<file path="src/design/lc3b_isa_pkg.sv">
package lc3b_isa_pkg;

	// datapath word and register index widths
	localparam int word_w    = 16;
	localparam int reg_idx_w = 3;

	// one iteration per operand bit for both mult and div
	localparam int muldiv_steps = word_w;
	localparam int muldiv_cnt_w = $clog2(muldiv_steps);

	// execute-stage operation select
	// the first seven are handled in one cycle by the alu,
	// mult and div go to the iterative unit and stall the pipe
	typedef enum logic [3:0]
	{
		alu_add  = 4'd0,
		alu_and  = 4'd1,
		alu_not  = 4'd2,
		alu_pass = 4'd3,
		alu_sll  = 4'd4,
		alu_srl  = 4'd5,
		alu_sra  = 4'd6,
		alu_mult = 4'd7, // low half of unsigned product
		alu_div  = 4'd8  // unsigned quotient
	} lc3b_aluop;

endpackage : lc3b_isa_pkg

</file>
<file path="src/design/lc3b_pipe_pkg.sv">
package lc3b_pipe_pkg;

	import lc3b_isa_pkg::*;

	// decoded request held in the id/ex register
	typedef struct packed
	{
		logic                 valid; // low for a bubble
		lc3b_aluop            aluop;
		logic [word_w-1:0]    sr1;   // first source operand
		logic [word_w-1:0]    sr2;   // second source operand or shift amount
		logic [reg_idx_w-1:0] dest;  // destination register index
	} ex_req_t;

	// result held in the ex/mem register
	typedef struct packed
	{
		logic                 valid; // low while the stage is stalled
		logic [word_w-1:0]    value;
		logic [reg_idx_w-1:0] dest;
	} ex_res_t;

endpackage : lc3b_pipe_pkg

</file>
<file path="src/design/lc3b_alu.sv">
module lc3b_alu
(
	input  lc3b_isa_pkg::lc3b_aluop             aluop,
	input  logic [lc3b_isa_pkg::word_w-1:0]     a,
	input  logic [lc3b_isa_pkg::word_w-1:0]     b,
	output logic [lc3b_isa_pkg::word_w-1:0]     f
);

	import lc3b_isa_pkg::*;

	logic [muldiv_cnt_w-1:0] shamt; // shift amount from low bits of b

	assign shamt = b[muldiv_cnt_w-1:0];

	always_comb
	begin
		case (aluop)
			alu_add:
				f = a + b;
			alu_and:
				f = a & b;
			alu_not:
				f = ~a;
			alu_pass:
				f = a; // pass sr1 through unchanged
			alu_sll:
				f = a << shamt;
			alu_srl:
				f = a >> shamt;
			alu_sra:
				f = $signed(a) >>> shamt; // sign bit fills from the left
			default:
				f = '0; // mult and div are not computed here
		endcase
	end

endmodule : lc3b_alu

</file>
<file path="src/design/lc3b_muldiv.sv">
module lc3b_muldiv
(
	input  logic                                clk,
	input  logic                                rst,
	input  logic                                go,
	input  lc3b_isa_pkg::lc3b_aluop             op,
	input  logic [lc3b_isa_pkg::word_w-1:0]     a,
	input  logic [lc3b_isa_pkg::word_w-1:0]     b,
	output logic [lc3b_isa_pkg::word_w-1:0]     result,
	output logic                                done
);

	import lc3b_isa_pkg::*;

	// idle -> run for a fixed number of steps -> finish for one cycle
	typedef enum logic [1:0]
	{
		st_idle,
		st_run,
		st_finish
	} state_t;

	state_t                  state;
	state_t                  state_nxt;
	logic [muldiv_cnt_w-1:0] cnt;       // step counter within run
	logic                    last_step;
	logic                    load;      // operands captured this cycle

	logic [word_w-1:0]       acc;       // high half of product, or remainder
	logic [word_w-1:0]       opr;       // multiplier or dividend, ends as result
	logic [word_w-1:0]       den;       // multiplicand or divisor
	logic                    is_div;
	logic                    div_zero;  // divisor was zero at load

	logic [word_w:0]         mul_sum;   // acc plus selected multiplicand
	logic [word_w:0]         div_shl;   // remainder shifted with next dividend bit
	logic [word_w-1:0]       div_diff;
	logic                    div_fits;  // trial subtract does not borrow

	assign load      = (state == st_idle) && go;
	assign last_step = (cnt == muldiv_cnt_w'(muldiv_steps - 1));

	always_comb
	begin
		state_nxt = state;
		case (state)
			st_idle:
			begin
				if (go)
					state_nxt = st_run;
			end
			st_run:
			begin
				if (last_step)
					state_nxt = st_finish;
			end
			st_finish:
				state_nxt = st_idle; // always back to idle so the next op restarts
			default:
				state_nxt = st_idle;
		endcase
	end

	always_ff @(posedge clk)
	begin
		if (rst)
		begin
			state <= st_idle;
			cnt   <= '0;
		end
		else
		begin
			state <= state_nxt;
			if (state == st_run)
				cnt <= cnt + 1'b1; // wraps to zero after the last step
			else
				cnt <= '0;
		end
	end

	// shift-add multiply, product shifts right through acc and opr
	assign mul_sum = {1'b0, acc} + (opr[0] ? {1'b0, den} : {(word_w + 1){1'b0}});

	// restoring divide, one quotient bit per step
	assign div_shl  = {acc, opr[word_w-1]};
	assign div_fits = (div_shl >= {1'b0, den});
	assign div_diff = div_shl[word_w-1:0] - den; // only kept when it fits

	always_ff @(posedge clk)
	begin
		if (load)
		begin
			acc      <= '0;
			opr      <= a;
			den      <= b;
			is_div   <= (op == alu_div);
			div_zero <= (op == alu_div) && (b == '0);
		end
		else if (state == st_run)
		begin
			if (is_div)
			begin
				if (div_fits)
				begin
					acc <= div_diff;
					opr <= {opr[word_w-2:0], 1'b1};
				end
				else
				begin
					acc <= div_shl[word_w-1:0]; // restore
					opr <= {opr[word_w-2:0], 1'b0};
				end
			end
			else
			begin
				acc <= mul_sum[word_w:1];
				opr <= {mul_sum[0], opr[word_w-1:1]};
			end
		end
	end

	// divide by zero still runs all steps, only the reported value changes
	assign result = div_zero ? '1 : opr;
	assign done   = (state == st_finish);

endmodule : lc3b_muldiv

</file>
<file path="src/design/lc3b_stage_reg.sv">
module lc3b_stage_reg
#(
	parameter type payload_t = lc3b_pipe_pkg::ex_req_t
)
(
	input  logic     clk,
	input  logic     rst,
	input  logic     hold,   // keep the current item
	input  logic     bubble, // load an empty item
	input  payload_t d,
	output payload_t q
);

	// all-zero payload carries valid low in either struct
	always_ff @(posedge clk)
	begin
		if (rst || bubble)
			q <= '0;
		else if (!hold)
			q <= d;
	end

endmodule : lc3b_stage_reg

</file>
<file path="src/design/lc3b_ex_unit.sv">
module lc3b_ex_unit
(
	input  logic                       clk,
	input  logic                       rst,
	input  lc3b_pipe_pkg::ex_req_t     cur,
	output lc3b_pipe_pkg::ex_res_t     nxt,
	output logic                       stall
);

	import lc3b_isa_pkg::*;

	logic              go;        // valid mult or div sits in id/ex
	logic              done;
	logic [word_w-1:0] alu_f;
	logic [word_w-1:0] md_result;

	// only place where the op class is decided
	assign go = cur.valid && ((cur.aluop == alu_mult) || (cur.aluop == alu_div));

	lc3b_alu alu
	(
		.aluop (cur.aluop),
		.a     (cur.sr1),
		.b     (cur.sr2),
		.f     (alu_f)
	);

	lc3b_muldiv muldiv
	(
		.clk    (clk),
		.rst    (rst),
		.go     (go),
		.op     (cur.aluop),
		.a      (cur.sr1),
		.b      (cur.sr2),
		.result (md_result),
		.done   (done)
	);

	// hold the pipe until the iterative unit reports done
	assign stall = go && !done;

	assign nxt.valid = cur.valid;
	assign nxt.value = done ? md_result : alu_f;
	assign nxt.dest  = cur.dest;

endmodule : lc3b_ex_unit

</file>
<file path="src/design/lc3b_execute.sv">
module lc3b_execute
(
	input  logic                       clk,
	input  logic                       rst,
	input  lc3b_pipe_pkg::ex_req_t     req,
	output lc3b_pipe_pkg::ex_res_t     res,
	output logic                       stall
);

	import lc3b_pipe_pkg::*;

	ex_req_t cur; // id/ex register contents
	ex_res_t nxt; // value heading into ex/mem

	// id/ex holds while the execute unit is busy
	lc3b_stage_reg #(.payload_t(ex_req_t)) id_ex
	(
		.clk    (clk),
		.rst    (rst),
		.hold   (stall),
		.bubble (1'b0),
		.d      (req),
		.q      (cur)
	);

	lc3b_ex_unit ex_unit
	(
		.clk   (clk),
		.rst   (rst),
		.cur   (cur),
		.nxt   (nxt),
		.stall (stall)
	);

	// ex/mem takes bubbles during a stall instead of holding
	lc3b_stage_reg #(.payload_t(ex_res_t)) ex_mem
	(
		.clk    (clk),
		.rst    (rst),
		.hold   (1'b0),
		.bubble (stall),
		.d      (nxt),
		.q      (res)
	);

endmodule : lc3b_execute

</file>
<file path="config.mk">
export PLATFORM = sky130hd
export DESIGN_NAME = lc3b_execute
export DESIGN_NICKNAME = d
export VERILOG_FILES = /design/src/design/lc3b_isa_pkg.sv /design/src/design/lc3b_pipe_pkg.sv /design/src/design/lc3b_alu.sv /design/src/design/lc3b_muldiv.sv /design/src/design/lc3b_stage_reg.sv /design/src/design/lc3b_ex_unit.sv /design/src/design/lc3b_execute.sv
export SDC_FILE = /design/constraint.sdc
export NUM_CORES = 1
export LEC_CHECK = 0
export BUFFER_PORTS_ARGS = -buffer_cell sky130_fd_sc_hd__buf_4
export CORE_UTILIZATION = 25
export CTS_BUF_LIST = sky130_fd_sc_hd__clkbuf_8
export DETAILED_ROUTE_END_ITERATION = 10
export MAX_ROUTING_LAYER = met4
export SLEW_MARGIN = 40
export SYNTH_ARGS = -nofsm -noshare
export SYNTH_HDL_FRONTEND = slang
export SYNTH_SLANG_ARGS = --single-unit
</file>
<file path="constraint.sdc">
create_clock -name clk -period 4.79 [get_ports clk]
set_input_delay 0.958 -clock clk [delete_from_list [all_inputs] [get_ports clk]]
set_output_delay 0.958 -clock clk [all_outputs]
set_load 0.01 [all_outputs]
</file>
==> reports/qor.yml <==
logic_synthesis:
  netlist_area_um2: 8997
  synth_simple_gate_area_share_pct: 17.51
  yosysSeqAreaShare_pct: 29.59
  ys.flop_type: "dfxtp_1"
  synth-xor-area-share_pct: 3.407
  synth_area_leader_cell: "dfxtp_1"
  synthTopCellsByCount: "128 x nand2_1, 121 x a21oi_1, 85 x nor2_1"
  synth_top_family_by_area: "compound AO/OA/AOI/OAI gates"
  async_flop_share_pct: 0
  synth_top_area_share_pct: 18.25
  synth_edf_count: 34
  synthMuxAreaShare_pct: 12.25
  avgSynthCellArea_um2: 8.194
  synth_area_leaders: "dfxtp_1 18%, edfxtp_1 11%, mux2i_1 8.1%"
  synth_fp_nets: 1193
  synth_compound_area_share_pct: 24.17
  yosysUniqueCellTypes: 70
  synth_cells: 1098
  synth_warnings: 0
  post-synth-top-count-cell: "nand2_1"
  synth_seq_cells: 116
  synth_adder_area_share_pct: 7.621
timing:
  period_share_pct: 81.43
  setup_slack_ns: 0.8893
  fin_crit_ns: 3.901
  fmax_mhz: 256.4
  setup_viol: 0
  setup_tns_ns: 0
  skew_ns: 0.01660
  tightestPinTransition_ns: 0.8489
  rsz0062_at_grt: "no"
  slew_violations: 0
  relSlewSlack_pct: 43.20
  hold_viol: 0
critical_path:
  critical_path.top_delay_family: "buffers and inverters"
  crit-reg2reg-capture: "ex_unit.muldiv.acc[13]$_SDFFE_PP0P_"
  cp-start-kind: "flop"
  worstPathCellList: "nor2b_1, nand3_1, a21oi_2, nand2_1, buf_4, inv_1, buf_4, buf_4"
  crit_end: "stall"
  crit_buf_inv: 4
  crit_cells: 8
  timing.rr.start: "ex_unit.muldiv.opr[0]$_DFFE_PP_"
  required_ns: 3.83
  worst-r2r-cell-count: 10
  slowest_delay_ns: 0.55
  worstSetupPathType: "reg -> out"
  critPathMaxFanout: 40
  critPathSlowestCell: "dfxtp_1"
  cp_common_cell: "buf_4"
  end_kind: "output pin"
  startpoint: "id_ex.q[37]$_SDFFE_PP0N_"
  rrSetupSlack_ns: 1.71
  cp.arrival_ns: 2.94
power_and_ir_drop:
  clkPwrFrac_pct: 25.7
  p_sw_w: 0.001389
  pwr-share-seq_pct: 35.6
  swShare_pct: 38.92
  combPwrFrac_pct: 38.7
  powerDensity_nw_per_um2: 349.4
  ir_drop_mv: 0.1726
  p_leak_nw: 4.141
  p_int_w: 0.002180
clock_network:
  cts_tree: "yes"
  post_cts_buffers: 0
  hold_buffers: 0
  clk_path_buf_depth: 2
  cts_htree_levels: 4
  cts.sinks: 116
  post_cts_resized: 0
  cts.clk_slew.worst_paths_ns: 0.07
  root_buffer: "clkbuf_8"
  numCtsBuffers: 17
  clkLatencyLatePin_ns: 0.46
global_route:
  overflow: 0
  grt_pass1_vias: 7922
  antenna_found_initial: 0
  use_met2_pct: 26.15
  grt_use_met1_pct: 22.66
  grt_max_degree: 52
  grt_util_met3_pct: 2.394
  grt_first_pass_wirelength_um: 46580
  grt_busiest_layer: "met2"
  grt_usage_pct: 17.01
floorplan:
  core_area_um2: 35480
  die_w_um: 191.7
  io_pins: 63
  initial_core_util_pct: 25.36
  rows: 69
  die_h_um: 191.7
  dieArea_um2: 36750
detailed_routing:
  drt-initial-drc-count: 857
  dr.pass1.iters: 6
  wirelength_um: 29870
  vias: 8449
  routed_via_density: 5.301
  wl_per_cell_um: 18.74
  ant_nets: 0
  drc: 0
placement:
  io_buffers: 62
  gp_congestion: 0.9784
  preCtsSetupSlack_ns: 1.373
  dp_hpwl_um: 22570
run_status:
  status: "completed"
layout:
  n_antenna_cell: 0
  drive_gt1_share_pct: 12.36
  syn2layout_area_growth_pct: 13.52
  nets: 1215
min_path:
  worstHoldPathCells: 2
  hold_path_class: "reg -> reg"
  min_from: "id_ex.q[1]$_SDFFE_PP0N_"
run:
  maxCapViolCount: 0
[cell usage in the layout (no fill, tap or decap), types with 17 or more instances in the layout]
| cell | count |
|---|---|
| clkbuf_8 | 18 |
| edfxtp_1 | 34 |
| inv_1 | 40 |
| buf_4 | 76 |
| a21oi_1 | 121 |
| nand2b_1 | 18 |
| dfxtp_1 | 80 |
| nand2_1 | 128 |
| a211oi_1 | 22 |
| o21ai_0 | 61 |
| a21o_1 | 17 |
| ha_1 | 50 |
| nor2_1 | 85 |
| xor2_1 | 21 |
| and2_1 | 21 |
| nand3_1 | 23 |
| mux2i_1 | 73 |
| nor3_1 | 18 |
[final cells by class]
class	instances	area (µm²)
inverters	42	157.7
clock buffers	18	247.7
multi-input cells	867	5857
clock inverters	14	138.9
well taps	461	576.8
fillers	3815	25270
flip-flops and latches	116	2665
repair buffers	76	570.5
[routing by layer]
| layer | up-vias | routed length (µm) |
|---|---|---|
| li1 | 4075 | - |
| met1 | 4021 | 13720 |
| met2 | 297 | 13730 |
| met3 | 56 | 1642 |
| met4 | 0 | 770 |
| met5 | - | 0 |
[kinds of logic (layout without fill, tap and decap cells)]
logic type | count (synthesis) | after routing
AOI/OAI and AO/OA | 342 | 342
and+or+nand+nor | 342 | 342
buffers and inverters | 115 | 150
DFF | 116 | 116
muxes | 95 | 95
xor gates and xnor gates | 35 | 35
adders and majority gates | 53 | 53
[worst min-delay path by stage]
| stage | to | slack, ns |
|---|---|---|
| 2_1_floorplan | id_ex.q[0]$_SDFFE_PP0N_ | 0.43 |
| 3_3_place_gp | id_ex.q[1]$_SDFFE_PP0N_ | 0.43 |
| 3_5_place_dp | id_ex.q[1]$_SDFFE_PP0N_ | 0.44 |
| 4_1_cts | id_ex.q[1]$_SDFFE_PP0N_ | 0.45 |
| 5_1_grt | id_ex.q[0]$_SDFFE_PP0N_ | 0.47 |
| 6_report | id_ex.q[1]$_SDFFE_PP0N_ | 0.45 |
[power by group through the flow]
| stage | sequential (W) | combinational, W | clock (W) |
|---|---|---|---|
| 3_3_place_gp | 0.00129 | 0.00134 | 0 |
| 6_report | 0.00127 | 0.00138 | 0.000918 |
| 3_5_place_dp | 0.00129 | 0.00135 | 0 |
| 5_1_grt | 0.00128 | 0.00152 | 0.000989 |
| 2_1_floorplan | 0.00121 | 0.00108 | 0 |
| 4_1_cts | 0.00127 | 0.00136 | 0.000936 |
[worst reg2reg max path, stage by stage (launching register included)]
cell and delay (ns):
edfxtp_1 0.63, and2_1 0.25, ha_1 0.20, fa_1 0.43, a211oi_1 0.32, o21ai_0 0.25
nand4_1 0.19, a211oi_1 0.13, a31oi_1 0.24, mux2i_1 0.21, a211oi_1 0.07
[per-stage QoR]
| stage | instances | utilization, % | total power [W] | instance area (µm²) | hold WS, ns |
|---|---|---|---|---|---|
| after floorplan | 1098 | - | 0.002284 | 8997 | 0.4273 |
| after global placement | 1562 | 27.66 | 0.002629 | 9814 | 0.4336 |
| after detailed placement | 1562 | 27.66 | 0.002641 | 9814 | 0.4430 |
| after CTS | 1594 | 28.75 | 0.003566 | 10200 | 0.4535 |
| after global routing | 1594 | 28.78 | 0.003798 | 10210 | 0.4702 |
| final | 1594 | 28.78 | 0.003569 | 10210 | 0.4524 |
[state kept, by name (all words and copies together) (netlist names)]
name,count
id_ex.q,40
ex_mem.q,20
ex_unit.muldiv.acc,16
ex_unit.muldiv.den,16
ex_unit.muldiv.opr,16
ex_unit.muldiv.cnt,4
ex_unit.muldiv.state,2
ex_unit.muldiv.div_zero,1
ex_unit.muldiv.is_div,1
Power figures use the tool's default switching activity.
